<file path="config.mk">
export PLATFORM = sky130hd
export DESIGN_NAME = lcd_ctrl_top
export DESIGN_NICKNAME = d
export VERILOG_FILES = /design/src/logic/lcd_pkg.sv /design/src/logic/lcd_bus_cycle.sv /design/src/logic/lcd_ctrl_top.sv /design/src/logic/lcd_init_seq.sv
export VERILOG_INCLUDE_DIRS = /design/src /design/src/include
export SDC_FILE = /design/constraint.sdc
export NUM_CORES = 1
export LEC_CHECK = 0
export ABC_CLOCK_PERIOD_IN_PS = 2350
export BUFFER_PORTS_ARGS = -buffer_cell sky130_fd_sc_hd__buf_2
export CAP_MARGIN = 30
export CORE_UTILIZATION = 55
export DETAILED_ROUTE_END_ITERATION = 10
export MAX_ROUTING_LAYER = met4
export PLACE_DENSITY = 0.87
export SLEW_MARGIN = 25
export SYNTH_ARGS = -nofsm -noshare
export SYNTH_HDL_FRONTEND = slang
export SYNTH_SLANG_ARGS = --single-unit
export TNS_END_PERCENT = 1
</file>
<file path="constraint.sdc">
create_clock -name CLK -period 2.35 [get_ports CLK]
set_clock_uncertainty 0.2 [all_clocks]
set_input_delay 0.1175 -clock CLK [delete_from_list [all_inputs] [get_ports CLK]]
set_output_delay 0.1175 -clock CLK [all_outputs]
set_load 0.01 [all_outputs]
</file>
<file path="src/include/lcd_params.svh">
`ifndef LCD_PARAMS_SVH
`define LCD_PARAMS_SVH

// --------------------------------------------------------------------------
// Delay counts for a 24 MHz clock, one cycle is about 41.667 ns
// --------------------------------------------------------------------------

`define LCD_CYC_W           20          // Width of every delay counter

`define LCD_E_HIGH_CYC      6           // Enable pulse of ~250 ns
                                        // Also the wait after a data write

`define LCD_WAIT_CMD_CYC    1008        // Ordinary instruction, 42 us
`define LCD_WAIT_INIT_CYC   2400        // Repeated function set, 100 us
`define LCD_WAIT_CLEAR_CYC  39360       // Display clear, 1.64 ms
`define LCD_WAIT_FUNC_CYC   98400       // First function set, 4.1 ms

`define LCD_POWER_ON_CYC    360000      // Power-on settle, 15 ms

// --------------------------------------------------------------------------
// Init command bytes
// --------------------------------------------------------------------------

`define LCD_CMD_SETUP       8'b0011_1000 // 8-bit bus, 2 lines, 5x7 font
`define LCD_CMD_DISP_OFF    8'b0000_1000 // Display, cursor and blink off
`define LCD_CMD_CLEAR       8'b0000_0001 // Clear DDRAM, cursor home
`define LCD_CMD_ENTRY       8'b0000_0110 // Cursor increments, no shift
`define LCD_CMD_DISP_ON     8'b0000_1100 // Display on, cursor off

// Bit layout of the function set byte, for reference
//   [5] function set opcode
//   [4] DL, 1 = 8-bit interface
//   [3] N, 1 = two display lines
//   [2] F, 0 = 5x7 dot font

`endif

</file>
<file path="src/logic/lcd_pkg.sv">
`include "lcd_params.svh"

package lcd_pkg;

	typedef logic [7:0] lcd_byte_t;              // Bus byte holding a char or an instr
	typedef logic [`LCD_CYC_W-1:0] lcd_cyc_t;    // Delay count in clocks

	// Host operation code as driven on the oper pins
	typedef enum logic [1:0] {
		OPER_NONE   = 2'd0,                      // Ignored
		OPER_DATA   = 2'd1,                      // Write one character
		OPER_INSTR  = 2'd2,                      // Write one instruction
		OPER_REINIT = 2'd3                       // Power-on wait and init again
	} lcd_oper_t;

	// Execution wait after the enable pulse falls
	typedef enum logic [2:0] {
		WAIT_SHORT = 3'd0,                       // Data write
		WAIT_CMD   = 3'd1,                       // 42 us
		WAIT_INIT  = 3'd2,                       // 100 us
		WAIT_FUNC  = 3'd3,                       // 4.1 ms
		WAIT_CLEAR = 3'd4                        // 1.64 ms
	} wait_class_t;

	// Sequencer FSM
	typedef enum logic [2:0] {
		SEQ_POWER,                               // Power-on settle
		SEQ_INIT_ISSUE,                          // cmd_start high for a table entry
		SEQ_INIT_WAIT,                           // Bus engine busy with init cmd
		SEQ_IDLE,                                // rdy high
		SEQ_HOST_WAIT                            // Bus engine busy with host cmd
	} seq_state_t;

	// Bus cycle engine FSM
	typedef enum logic [2:0] {
		BUS_IDLE,
		BUS_SETUP,                               // RS settles while E is low
		BUS_STROBE,                              // E high
		BUS_EXEC,                                // E low while the LCD executes
		BUS_DONE                                 // cmd_done pulse
	} bus_state_t;

endpackage

</file>
<file path="src/logic/lcd_bus_cycle.sv">
`timescale 1ns/1ps
`include "lcd_params.svh"

module lcd_bus_cycle (
	input  logic                 CLK,
	input  logic                 RST,
	input  logic                 cmd_start,   // One-cycle request
	input  logic                 cmd_rs,
	input  lcd_pkg::lcd_byte_t   cmd_byte,
	input  lcd_pkg::wait_class_t cmd_wait,
	output logic                 cmd_done,    // One-cycle completion
	output logic                 lcd_rs,
	output logic                 lcd_e,
	output lcd_pkg::lcd_byte_t   lcd_db
);
	import lcd_pkg::*;

	bus_state_t  state;
	lcd_cyc_t    cnt;                         // Shared down-counter
	lcd_cyc_t    exec_cyc;                    // Wait length of latched class
	lcd_byte_t   byte_q;                      // Latched command byte
	wait_class_t wait_q;                      // Latched wait class

	// ------------------------------------------------------------------------
	// Wait class to cycle count
	// ------------------------------------------------------------------------

	always_comb begin
		case (wait_q)
			WAIT_SHORT: exec_cyc = lcd_cyc_t'(`LCD_E_HIGH_CYC);
			WAIT_CMD:   exec_cyc = lcd_cyc_t'(`LCD_WAIT_CMD_CYC);
			WAIT_INIT:  exec_cyc = lcd_cyc_t'(`LCD_WAIT_INIT_CYC);
			WAIT_FUNC:  exec_cyc = lcd_cyc_t'(`LCD_WAIT_FUNC_CYC);
			WAIT_CLEAR: exec_cyc = lcd_cyc_t'(`LCD_WAIT_CLEAR_CYC);
			default:    exec_cyc = lcd_cyc_t'(`LCD_WAIT_FUNC_CYC); // Longest wait
		endcase
	end

	// Command payload, held for the whole bus cycle
	always_ff @(posedge CLK) begin
		if (cmd_start && state == BUS_IDLE) begin
			byte_q <= cmd_byte;
			wait_q <= cmd_wait;
		end
	end

	assign cmd_done = (state == BUS_DONE);

	// ------------------------------------------------------------------------
	// Bus cycle FSM
	// ------------------------------------------------------------------------

	always_ff @(posedge CLK) begin
		if (RST) begin
			state  <= BUS_IDLE;
			cnt    <= '0;
			lcd_rs <= 1'b0;
			lcd_e  <= 1'b0;
			lcd_db <= '0;
		end else begin
			case (state)
				BUS_IDLE: begin
					if (cmd_start) begin
						lcd_rs <= cmd_rs;             // RS settles while E is low
						state  <= BUS_SETUP;
					end
				end
				BUS_SETUP: begin
					lcd_e  <= 1'b1;                 // Rising edge of enable
					lcd_db <= byte_q;               // Byte valid for whole pulse
					cnt    <= lcd_cyc_t'(`LCD_E_HIGH_CYC - 1);
					state  <= BUS_STROBE;
				end
				BUS_STROBE: begin
					if (cnt == '0) begin
						lcd_e <= 1'b0;                // LCD latches on the fall
						cnt   <= exec_cyc - 1'b1;
						state <= BUS_EXEC;
					end else begin
						cnt <= cnt - 1'b1;
					end
				end
				BUS_EXEC: begin
					if (cnt == '0)                  // DB and RS keep their values
						state <= BUS_DONE;
					else
						cnt <= cnt - 1'b1;
				end
				BUS_DONE: begin
					state <= BUS_IDLE;              // cmd_done high this cycle
				end
				default: begin
					lcd_e <= 1'b0;
					state <= BUS_IDLE;
				end
			endcase
		end
	end

	// Cycle budget per command
	//   1 setup + LCD_E_HIGH_CYC strobe + exec_cyc wait + 1 done

endmodule

</file>
<file path="src/logic/lcd_ctrl_top.sv">
`timescale 1ns/1ps

module lcd_ctrl_top (
	input  logic               CLK,
	input  logic               RST,
	input  lcd_pkg::lcd_byte_t data,          // Host byte
	input  lcd_pkg::lcd_oper_t oper,          // Host operation
	input  logic               enb,           // Host strobe
	output logic               rdy,           // Ready for a request
	output logic               lcd_rs,        // Register select
	output logic               lcd_rw,        // Read/write, write only
	output logic               lcd_e,         // Enable strobe
	output lcd_pkg::lcd_byte_t lcd_db         // 8-bit data bus
);
	import lcd_pkg::*;

	// ------------------------------------------------------------------------
	// Sequencer to bus engine command port
	// ------------------------------------------------------------------------

	logic        cmd_start;
	logic        cmd_rs;
	lcd_byte_t   cmd_byte;
	wait_class_t cmd_wait;
	logic        cmd_done;

	assign lcd_rw = 1'b0;                     // Busy flag never read

	// Power-on wait, init table and host requests
	lcd_init_seq lcd_init_seq_inst (
		.CLK       (CLK),
		.RST       (RST),
		.data      (data),
		.oper      (oper),
		.enb       (enb),
		.cmd_done  (cmd_done),
		.rdy       (rdy),
		.cmd_start (cmd_start),
		.cmd_rs    (cmd_rs),
		.cmd_byte  (cmd_byte),
		.cmd_wait  (cmd_wait)
	);

	// Strobes, data bus and execution wait
	lcd_bus_cycle lcd_bus_cycle_inst (
		.CLK       (CLK),
		.RST       (RST),
		.cmd_start (cmd_start),
		.cmd_rs    (cmd_rs),
		.cmd_byte  (cmd_byte),
		.cmd_wait  (cmd_wait),
		.cmd_done  (cmd_done),
		.lcd_rs    (lcd_rs),
		.lcd_e     (lcd_e),
		.lcd_db    (lcd_db)
	);

endmodule

</file>
<file path="src/logic/lcd_init_seq.sv">
`timescale 1ns/1ps
`include "lcd_params.svh"

module lcd_init_seq (
	input  logic                 CLK,
	input  logic                 RST,
	input  lcd_pkg::lcd_byte_t   data,        // Host byte
	input  lcd_pkg::lcd_oper_t   oper,        // Host operation
	input  logic                 enb,         // Host strobe
	input  logic                 cmd_done,    // From bus engine
	output logic                 rdy,         // Idle and accepting
	output logic                 cmd_start,   // One-cycle command pulse
	output logic                 cmd_rs,      // 1 data, 0 instruction
	output lcd_pkg::lcd_byte_t   cmd_byte,
	output lcd_pkg::wait_class_t cmd_wait
);
	import lcd_pkg::*;

	localparam int INIT_LAST = 8;             // Index of the final table entry

	seq_state_t            state;
	logic [`LCD_CYC_W-1:0] pwr_cnt;           // Power-on wait counter
	logic [3:0]            init_idx;          // Init table position
	lcd_byte_t             tbl_byte;          // Table output
	wait_class_t           tbl_wait;
	lcd_byte_t             host_byte;         // Captured host request
	logic                  host_rs;
	logic                  accept;            // Request taken this edge
	logic                  host_sel;          // Host command on the cmd port

	// ------------------------------------------------------------------------
	// Init table
	// ------------------------------------------------------------------------

	always_comb begin
		case (init_idx)
			4'd0: begin
				tbl_byte = `LCD_CMD_SETUP;        // First function set
				tbl_wait = WAIT_FUNC;
			end
			4'd1, 4'd2, 4'd3: begin
				tbl_byte = `LCD_CMD_SETUP;        // Repeated function sets
				tbl_wait = WAIT_INIT;
			end
			4'd4: begin
				tbl_byte = `LCD_CMD_DISP_OFF;
				tbl_wait = WAIT_CMD;
			end
			4'd5: begin
				tbl_byte = `LCD_CMD_CLEAR;
				tbl_wait = WAIT_CLEAR;
			end
			4'd6: begin
				tbl_byte = `LCD_CMD_ENTRY;
				tbl_wait = WAIT_CMD;
			end
			4'd7: begin
				tbl_byte = `LCD_CMD_DISP_ON;
				tbl_wait = WAIT_CMD;
			end
			default: begin
				tbl_byte = `LCD_CMD_CLEAR;        // Final clear, entry 8
				tbl_wait = WAIT_CLEAR;
			end
		endcase
	end

	// ------------------------------------------------------------------------
	// Host side
	// ------------------------------------------------------------------------

	assign rdy    = (state == SEQ_IDLE);
	assign accept = rdy && enb && (oper != OPER_NONE);

	// Request payload, taken on the accepting edge
	always_ff @(posedge CLK) begin
		if (accept) begin
			host_byte <= data;
			host_rs   <= (oper == OPER_DATA);     // Characters go with RS high
		end
	end

	// Command port mux, host regs while a host write is in flight
	assign host_sel = (state == SEQ_HOST_WAIT);
	assign cmd_byte = host_sel ? host_byte : tbl_byte;
	assign cmd_rs   = host_sel & host_rs;     // Init commands always RS low

	always_comb begin
		if (!host_sel)
			cmd_wait = tbl_wait;
		else if (host_rs)
			cmd_wait = WAIT_SHORT;                // Character write
		else
			cmd_wait = WAIT_CMD;                  // Host instruction, 42 us
	end

	// ------------------------------------------------------------------------
	// Sequencer FSM
	// ------------------------------------------------------------------------

	always_ff @(posedge CLK) begin
		if (RST) begin
			state     <= SEQ_POWER;
			pwr_cnt   <= '0;
			init_idx  <= '0;
			cmd_start <= 1'b0;
		end else begin
			cmd_start <= 1'b0;                    // Pulse by default
			case (state)
				SEQ_POWER: begin
					if (pwr_cnt == `LCD_CYC_W'(`LCD_POWER_ON_CYC - 1)) begin
						pwr_cnt   <= '0;
						init_idx  <= '0;              // Start of table
						cmd_start <= 1'b1;
						state     <= SEQ_INIT_ISSUE;
					end else begin
						pwr_cnt <= pwr_cnt + 1'b1;
					end
				end
				SEQ_INIT_ISSUE: begin
					state <= SEQ_INIT_WAIT;           // Engine has latched the entry
				end
				SEQ_INIT_WAIT: begin
					if (cmd_done) begin
						if (init_idx == INIT_LAST[3:0]) begin
							state <= SEQ_IDLE;          // Init finished, rdy next cycle
						end else begin
							init_idx  <= init_idx + 1'b1;
							cmd_start <= 1'b1;          // Next entry right away
							state     <= SEQ_INIT_ISSUE;
						end
					end
				end
				SEQ_IDLE: begin
					if (accept) begin
						if (oper == OPER_REINIT) begin
							pwr_cnt <= '0;              // Full power-on wait again
							state   <= SEQ_POWER;
						end else begin
							cmd_start <= 1'b1;
							state     <= SEQ_HOST_WAIT;
						end
					end
				end
				SEQ_HOST_WAIT: begin
					if (cmd_done)
						state <= SEQ_IDLE;
				end
				default: begin
					state <= SEQ_POWER;
				end
			endcase
		end
	end

endmodule

</file>
==> qor.yml, run 1 <==
outcome:
  status: "finished clean"
place:
  dp_cells: 639
  dp_hpwl_microns: 7930
  gp_congestion: 0.943
  io_buffers: 23
pwr:
  power_density_mw_per_mm2: 555
  p_leak_nw: 1.99
  power.total_mw: 2.86
  ir_worst_vdd_mv: 0.441
clock_tree:
  cts_tree: "yes"
  clock_path_buffers: 2
  cts_root_buf: "clkbuf_8"
  cts-buffers-inserted: 9
  clk_pin_slew_ps: 100
  cts_max_level: 3
  clock_sinks: 87
  clk-insertion-delay-late_ps: 370
setup_path:
  end_kind: "register"
  critical_path.max_fanout: 5
  critPathKind: "register to register"
  worstPathRequired_ps: 2440
  cp.arrival_ps: 2400
  cp-start-kind: "register"
yosys:
  syn_nets: 515
  ys_top_cells_by_area: "dfxtp_1 (31%), edfxtp_1 (14%), nor2_1 (5.8%)"
  avgSynthCellArea_sq_um: 8.66
  async_reset_ff_frac: 0
  netlist.top_cell.by_area: "dfxtp_1"
  syn_area_sq_mm: 0.00430
  synthSimpleGateAreaFrac: 0.273
  yosysWarnings: 0
  synth_compound_area_frac: 0.167
  synth_top_family_by_area: "simple AND/OR/NAND/NOR gates"
  ys.flop_type: "dfxtp_1"
  yosys_register_bits: 87
  muxShareOfSynthArea: 0.0236
  synthAdderAreaFrac: 0.0175
  synth_edf_count: 20
  yosysSeqAreaShare: 0.452
  syn_inst: 496
  yosys.area.top_type_share: 0.312
  synthXorXnorAreaFrac: 0.0347
  yosysUniqueCellTypes: 63
die:
  core-area_sq_mm: 0.00741
  die_h_microns: 90.4
  die-width_microns: 90.4
  pin_count: 25
  dieArea_sq_mm: 0.00817
  initial_core_util: 0.580
  rows: 31
global_routing:
  grt_pass1_wl_microns: 19400
  antenna_found_initial: 0
  gr-total-overflow: 0
  grt_pass1_vias: 3951
  track_usage: 0.302
  grt_max_degree: 33
timing:
  drv_slew: 0
  finalHoldViolCount: 0
  rsz0062_at_grt: "true"
  layout_min_cycle_time_ps: 2310
  min_period_over_period: 0.982
  fmax_mhz: 433
  finalSetupViolations: 0
  relSlewSlack: 0.652
  worst_pin_slew_ps: 520
flow_run:
  max_cap_viol_count: 0
cells_and_area:
  post-route-util: 0.695
  drive_gt1_frac: 0.194
  num_antenna_cells: 0
  syn2layout_area_growth_pct: 19.9
  num-nets-final: 582
  fin_cells: 667
drt:
  vias: 4104
  finalWirelength_microns: 11700
  drt_iter0_markers: 291
  vias_per_cell: 6.15
  wl_per_cell_microns: 17.5
  ant_nets: 0
  drc_errors: 0
  firstDrtPassIters: 5
worst_hold_path:
  hold_class: "input port to register"
## layer usage
layer  GRT usage  share of wire
met1       0.382           0.42
met2       0.495           0.49
met4       0.114          0.026
met5           -              0
met3      0.0404          0.069
## registers in the layout (all words and copies together) (netlist names), 3 cells and up, named ones only
name / cells
lcd_init_seq_inst.state: 3
lcd_init_seq_inst.host_byte: 8
lcd_bus_cycle_inst.wait_q: 3
lcd_bus_cycle_inst.state: 3
lcd_init_seq_inst.init_idx: 4
lcd_bus_cycle_inst.lcd_db: 8
lcd_bus_cycle_inst.cnt: 20
lcd_init_seq_inst.pwr_cnt: 20
lcd_bus_cycle_inst.byte_q: 8
## timing repair
item,CTS,global route
buffers inserted,0,1
resized for setup,1,18
hold buffers,11,0
hold endpoints to repair,14,0
pin swaps,0,2
endpoints found under the setup margin,3,32
## stage by stage
stage,TNS (ps),area [sq um],setup WS (ps),hold slack [ps]
floorplan,0,4300,61.1,10.5
global placement,0,4770,43.7,95.7
detailed placement,-2.01,4770,-2.01,96.1
CTS,0,5080,9.80,4.06
global route,-32.5,5150,-32.5,29.7
finish,0,5150,41.4,30.8
## kinds of logic after synthesis
kind of cell / count (synthesis)
AO/OA/AOI/OAI: 114
XOR/XNOR: 17
adder cells (fa/ha/maj): 6
buffers and inverters: 33
flip-flops: 87
multiplexers: 10
other: 1
AND/OR/NAND/NOR: 228
## cell usage in the layout, fill, tap and decap left out, types with 3 or more instances in the layout
master / netlist / routed
nor3_1: 21 / 20
a2111oi_0: 3 / 3
ha_1: 6 / 5
nand4_1: 12 / 12
a211oi_1: 3 / 3
and3_1: 12 / 12
inv_1: 10 / 10
nor2b_1: 9 / 9
o31ai_1: 7 / 6
buf_2: 5 / 23
nand2_1: 46 / 46
xor2_1: 10 / 10
clkbuf_8: 0 / 9
a21oi_1: 30 / 30
nand3b_1: 7 / 7
and2_1: 7 / 7
o21ai_0: 31 / 31
or4_1: 3 / 3
or3_1: 10 / 9
o31a_1: 3 / 3
edfxtp_1: 20 / 20
a311oi_1: 3 / 3
nand3_1: 10 / 9
mux2i_1: 9 / 9
dfxtp_1: 67 / 63
nor2_1: 66 / 64
dlygate4sd3_1: 0 / 11
dfxtp_2: 0 / 4
nor3_2: 3 / 4
a31oi_1: 13 / 13
xnor2_1: 7 / 7
buf_4: 1 / 44
## synth_stat cells (3+ instances only)
| library cell | instances |
|---|---|
| a2111oi_0 | 3 |
| a211oi_1 | 3 |
| a21oi_1 | 30 |
| a311oi_1 | 3 |
| a31oi_1 | 13 |
| and2_1 | 7 |
| and3_1 | 12 |
| buf_2 | 5 |
| clkbuf_1 | 16 |
| dfxtp_1 | 67 |
| edfxtp_1 | 20 |
| ha_1 | 6 |
| inv_1 | 10 |
| mux2i_1 | 9 |
| nand2_1 | 46 |
| nand3_1 | 10 |
| nand3b_1 | 7 |
| nand4_1 | 12 |
| nor2_1 | 66 |
| nor2b_1 | 9 |
| nor3_1 | 21 |
| nor3_2 | 3 |
| nor3b_1 | 3 |
| o21ai_0 | 31 |
| o31a_1 | 3 |
| o31ai_1 | 7 |
| or3_1 | 10 |
| or4_1 | 3 |
| xnor2_1 | 7 |
| xor2_1 | 10 |
## final cells by class
cell class | count | area [sq um]
fillers | 550 | 2260
flip-flops and latches | 87 | 1950
multi-input cells | 376 | 2290
clock buffers | 9 | 124
clock inverters | 7 | 72.6
well taps | 99 | 124
repair buffers | 78 | 556
inverters | 11 | 41.3
## worst max-delay path: stages, from the launching register on
cell      delay [ps]
dfxtp_1          360
inv_1             70
ha_1             190
nor3b_2          150
nand4_1           70
buf_4            150
buf_4            110
nor2_1            50
nor2_1           420
o21ai_0          170
a311oi_1         270
## path summary, 6_finish.rpt
kind | cells past startpoint | startpoint | end | slack [ps]
setup / recovery | 10 | lcd_bus_cycle_inst.cnt[0] | lcd_bus_cycle_inst.cnt[10] | 40
setup reg to reg | 10 | lcd_bus_cycle_inst.cnt[0] | lcd_bus_cycle_inst.cnt[10] | 40
hold reg to reg | 2 | lcd_bus_cycle_inst.cnt[12] | lcd_bus_cycle_inst.cnt[12] | 280
hold / removal | 3 | enb | lcd_init_seq_inst.state[2] | 30
## where the power goes
part	switching, mW	internal (mW)	leakage, nW
Clock	0.632	0.415	0.0966
Combinational	0.140	0.104	1.17
Sequential	0.0229	1.55	0.724
No activity file was read; power rests on OpenSTA's default activity.
==> run 2, diff against run 1 <==
- SYNTH_HIERARCHICAL: default -> 1
==> qor.yml, run 2 <==
clock_tree:
  cts_max_level: 3
  clock_path_buffers: 2
  clock_sinks: 87
  cts_tree: "yes"
  cts_root_buf: "clkbuf_8"
  cts-buffers-inserted: 9
  clk-insertion-delay-late_ps: 370
  clk_pin_slew_ps: 100
pwr:
  p_int_mw: 2.01
  seqPwrFrac: 0.584
  switchingPower_mw: 0.613
  p_comb_frac: 0.029
  p_leak_nw: 1.96
  ir_worst_vdd_mv: 0.284
  power_density_mw_per_mm2: 495
  netSwitchingFraction: 0.234
  clock_power_share: 0.387
  power.total_mw: 2.62
timing:
  finalHoldViolCount: 0
  relSlewSlack: 0.638
  finalSetupViolations: 1
  layout_min_cycle_time_ps: 2350
  rsz0062_at_grt: "true"
  fin_ws_ps: -3.82
  fmax_mhz: 425
  worst_pin_slew_ps: 543
  min_period_over_period: 1.00
  hold_ws_ps: 56.2
  drv_slew: 0
  fin_tns_setup_ps: -3.82
flow_run:
  max_cap_viol_count: 0
cells_and_area:
  top_regs: "lcd_bus_cycle_inst/cnt (20), lcd_init_seq_inst/pwr_cnt (20)"
  num_antenna_cells: 0
  fin_cells: 669
  fin_area_sq_mm: 0.00530
  num-nets-final: 578
  syn2layout_area_growth_pct: 13.6
  final_cell_mix: "nor2_1 (67), dfxtp_1 (67), nand2_1 (33)"
  drive_gt1_frac: 0.177
die:
  core-area_sq_mm: 0.00822
  rows: 33
  dieArea_sq_mm: 0.00886
  die_h_microns: 94.1
  pin_count: 25
  die-width_microns: 94.1
  initial_core_util: 0.568
global_routing:
  gr-total-overflow: 0
  grt_pass1_wl_microns: 18900
  antenna_found_initial: 0
  grt_pass1_vias: 4007
  track_usage: 0.285
  grt_max_degree: 32
place:
  placed_cell_area_sq_mm: 0.00496
  gp_congestion: 0.933
  dp_cells: 641
  io_buffers: 23
  dp_hpwl_microns: 8010
yosys:
  ys_top_cells_by_area: "dfxtp_1 (29%), edfxtp_1 (13%), nor2_1 (5.5%)"
  syn_nets: 534
  ys.flop_type: "dfxtp_1"
  synth_edf_count: 20
  yosys.area.top_type_share: 0.287
  yosys_register_bits: 87
  avgSynthCellArea_sq_um: 9.06
  syn_area_sq_mm: 0.00467
  async_reset_ff_frac: 0
  synth.most_common_cell: "nor2_1"
  yosysWarnings: 6
  yosysSeqAreaShare: 0.416
  syn_inst: 515
  yosysUniqueCellTypes: 72
  netlist.top_cell.by_area: "dfxtp_1"
  synth_commonest_cells: "nor2_1 (69), dfxtp_1 (67), nand2_1 (33)"
drt:
  drt_iter0_markers: 367
  firstDrtPassIters: 5
  vias_per_cell: 6.47
  finalWirelength_microns: 12100
  vias: 4330
  ant_nets: 0
  drc_errors: 0
  wl_per_cell_microns: 18.1
setup_path:
  r2r_start: "lcd_init_seq_inst/pwr_cnt[7]"
  critPathKind: "register to register"
  end_kind: "register"
  r2r_setup_slack_ps: -4
  critical_path.max_fanout: 8
  cp-start-kind: "register"
  cp.arrival_ps: 2420
  worstPathRequired_ps: 2410
  r2r_cells: 5
worst_hold_path:
  hold-path-cell-count: 4
  whs_endpoint: "lcd_init_seq_inst/state[0]"
  hold_class: "input port to register"
  min_from: "enb"
outcome:
  violations: "negative setup slack"
  status: "complete, but fails checks"
==> run 2: changes by cell type in the layout (fill, tap and decap cells not counted), moves of 5 or more <==
cell	delta
nor3_1	-8
o21ai_0	-14
nand2_1	-13
buf_4	-22
a31oi_1	-6
nor4_1	+13
xnor2_1	+11
inv_1	+5
mux2i_1	+6
nor3b_1	+6
nand3_1	+8
==> run 2: logic make-up (layout without fill, tap and decap cells) <==
family,after synthesis,in the layout,synth area share
fa+ha+maj,6,6,0.0161
flops,87,87,0.416
xor+xnor,24,24,0.0450
buf+inv,41,90,0.0416
compound gates,102,102,0.158
simple gates,238,238,0.287
mux,16,16,0.0354
other cells,1,1,0.000804
==> run 2: through the flow <==
stage | setup slack (ps) | util
6_report | -3.82 | 0.646
5_1_grt | -59.7 | 0.646
3_3_place_gp | 172 | 0.604
2_1_floorplan | 232 | -
4_1_cts | 46.9 | 0.642
3_5_place_dp | 63.6 | 0.604
==> run 2: timing repair <==
item / CTS / global route
resized for setup: 0 / 6
buffers inserted: 0 / 0
hold endpoints to repair: 17 / 0
endpoints found under the setup margin: 0 / 37
hold buffers: 12 / 0
==> run 2: power groups by stage <==
stage                     clock network (mW)  logic, mW  registers, mW
after floorplan                            0     0.0370           1.57
after global placement                     0     0.0541           1.57
after detailed placement                   0     0.0558           1.57
after CTS                               1.01     0.0724           1.53
after global routing                    1.08     0.0815           1.53
final                                   1.02     0.0755           1.53
==> run 2: worst max-delay path: stages (launching register included) <==
cell and delay, ps:
dfxtp_1 390, nor4b_1 520, nand4_1 330, o21a_1 320, a31o_2 300, and2_1 200
==> run 2: routing by layer <==
layer,GRT usage,vias to the layer above,routed length (microns)
met3,0.0728,56,1010
met5,-,-,0
met1,0.323,2056,4680
met2,0.485,248,5980
met4,0.100,0,405
li1,-,1970,-
==> run 2: layout make-up <==
type                    instances  area (sq um)
well taps                     105           131
flip-flops and latches         87          1940
clock inverters                 5          38.8
clock buffers                  11           151
inverters                      16          60.1
multi-input cells             387          2560
fillers                       638          2910
repair buffers                 58           420
==> run 2: how the worst max path moves through the flow <==
| stage | startpoint | end | slack (ps) |
|---|---|---|---|
| 2_1_floorplan | lcd_init_seq_inst/pwr_cnt[7] | lcd_init_seq_inst/pwr_cnt[7] | 230 |
| 3_3_place_gp | lcd_init_seq_inst/pwr_cnt[7] | register | 170 |
| 3_5_place_dp | lcd_init_seq_inst/pwr_cnt[7] | lcd_init_seq_inst/pwr_cnt[14] | 60 |
| 4_1_cts | lcd_init_seq_inst/pwr_cnt[7] | lcd_init_seq_inst/pwr_cnt[13] | 50 |
| 5_1_grt | lcd_bus_cycle_inst/cnt[0] | lcd_bus_cycle_inst/cnt[7] | -60 |
| 6_report | lcd_init_seq_inst/pwr_cnt[7] | register | -4 |
==> run 3, diff against run 2 <==
- SETUP_SLACK_MARGIN: default -> 0.5
==> qor.yml, run 3 (synthesis gave the netlist of run 2 again) <==
setup_path:
  critical_path.max_fanout: 5
  worstPathRequired_ps: 2420
  cp-start-kind: "register"
  worstPathCellList: "nor4b_2 -> nand4_1 -> buf_4 -> o31ai_4 -> mux2_4 -> and3_1"
  max_stage_delay_ps: 370
  cp.arrival_ps: 2270
  slowest_stage: "nor4b_2"
  end_kind: "register"
  critPathKind: "register to register"
global_routing:
  track_usage: 0.297
  grt_max_degree: 29
  grt_pass1_wl_microns: 19700
  antenna_found_initial: 0
  gr-total-overflow: 0
  grt_pass1_vias: 4077
die:
  dieArea_sq_mm: 0.00886
  pin_count: 25
  rows: 33
  die_h_microns: 94.1
  die-width_microns: 94.1
  core-area_sq_mm: 0.00822
  initial_core_util: 0.568
place:
  gp_congestion: 0.937
  dp_cells: 638
  io_buffers: 23
  dp_hpwl_microns: 8190
timing:
  worst_pin_slew_ps: 542
  finalHoldViolCount: 0
  drv_slew: 0
  layout_min_cycle_time_ps: 2200
  finalSetupViolations: 0
  rsz0062_at_grt: "true"
  relSlewSlack: 0.635
  hold_ws_ps: 67.1
  fmax_mhz: 455
  min_period_over_period: 0.935
  fin_tns_setup_ps: 0
cells_and_area:
  final_common_cell: "nor2_1"
  final_cell_mix: "nor2_1 (66), dfxtp_1 (54), buf_4 (34)"
  num-nets-final: 593
  post-route-util: 0.681
  num_antenna_cells: 0
  fin_cells: 684
  syn2layout_area_growth_pct: 19.8
  top_regs: "lcd_bus_cycle_inst/cnt (20), lcd_init_seq_inst/pwr_cnt (20)"
  drive_gt1_frac: 0.249
clock_tree:
  clock_sinks: 87
  clock_path_buffers: 2
  cts_tree: "yes"
  clk-insertion-delay-late_ps: 380
  cts_max_level: 3
  cts_root_buf: "clkbuf_8"
  clk_pin_slew_ps: 100
  cts-buffers-inserted: 9
outcome:
  status: "finished clean"
drt:
  firstDrtPassIters: 7
  finalWirelength_microns: 13200
  wl_per_cell_microns: 19.3
  ant_nets: 0
  vias_per_cell: 6.48
  drt_iter0_markers: 373
  vias: 4434
  drc_errors: 0
pwr:
  p_leak_nw: 2.08
  ir_worst_vdd_mv: 0.350
  power.total_mw: 2.67
  power_density_mw_per_mm2: 477
worst_hold_path:
  hold_class: "input port to register"
flow_run:
  max_cap_viol_count: 0
[run 3: cell count changes in the layout (fill, tap and decap cells not counted), sizes merged]
cell    delta
inv        +1
clkbuf     -2
clkinv     +1
buf       +15
[run 3: cell type report]
type,count,area [sq um]
multi-input cells,387,2690
well taps,105,131
repair buffers,73,544
fillers,577,2620
flip-flops and latches,87,1960
clock buffers,9,124
clock inverters,7,76.3
inverters,16,60.1
[run 3: worst max-delay path: cells and delay by family, from the launching register on]
kind	cells	cell delay (ps)
compound gates	1	200
buf+inv	1	210
flops	1	360
mux	1	360
simple gates	3	770
[run 3: layer usage]
metal  vias up  wire length, microns  global-route usage
met3        62                  1070              0.0728
met1      2099                  5100               0.349
li1       2010                     -                   -
met2       263                  6510               0.477
met4         0                   496               0.137
met5         -                     0                   -
[run 3: repair_timing]
| item | CTS | global route |
|---|---|---|
| hold buffers | 12 | 0 |
| pin swaps | 8 | 5 |
| gates cloned | 0 | 0 |
| gates resized for setup | 31 | 17 |
| buffers inserted | 13 | 5 |
| endpoints found under the hold margin | 14 | 0 |
| endpoints found under the setup margin | 61 | 62 |
[run 3: worst paths after layout]
path,startpoint,to,slack [ps],depth (start not counted)
setup / recovery,lcd_init_seq_inst/pwr_cnt[6],register,150,6
hold / removal,enb,lcd_init_seq_inst/state[0],70,4
setup reg to reg,lcd_init_seq_inst/pwr_cnt[6],register,150,6
hold reg to reg,lcd_bus_cycle_inst/cnt[15],lcd_bus_cycle_inst/cnt[15],290,2
[run 3: metrics by stage]
| step | worst slack (ps) | instance area [sq um] |
|---|---|---|
| finish | 152 | 5590 |
| global route | 30.2 | 5590 |
| CTS | 208 | 5500 |
| detailed placement | 89.3 | 4970 |
| global placement | 158 | 4970 |
| floorplan | 357 | 4700 |
[run 3: report_power, final]
| group | total (mW) | switching (mW) | internal [mW] |
|---|---|---|---|
| Combinational | 0.0861 | 0.0470 | 0.0391 |
| Sequential | 1.53 | 0.00477 | 1.53 |
| Clock | 1.05 | 0.630 | 0.420 |
| Total | 2.67 | 0.681 | 1.99 |
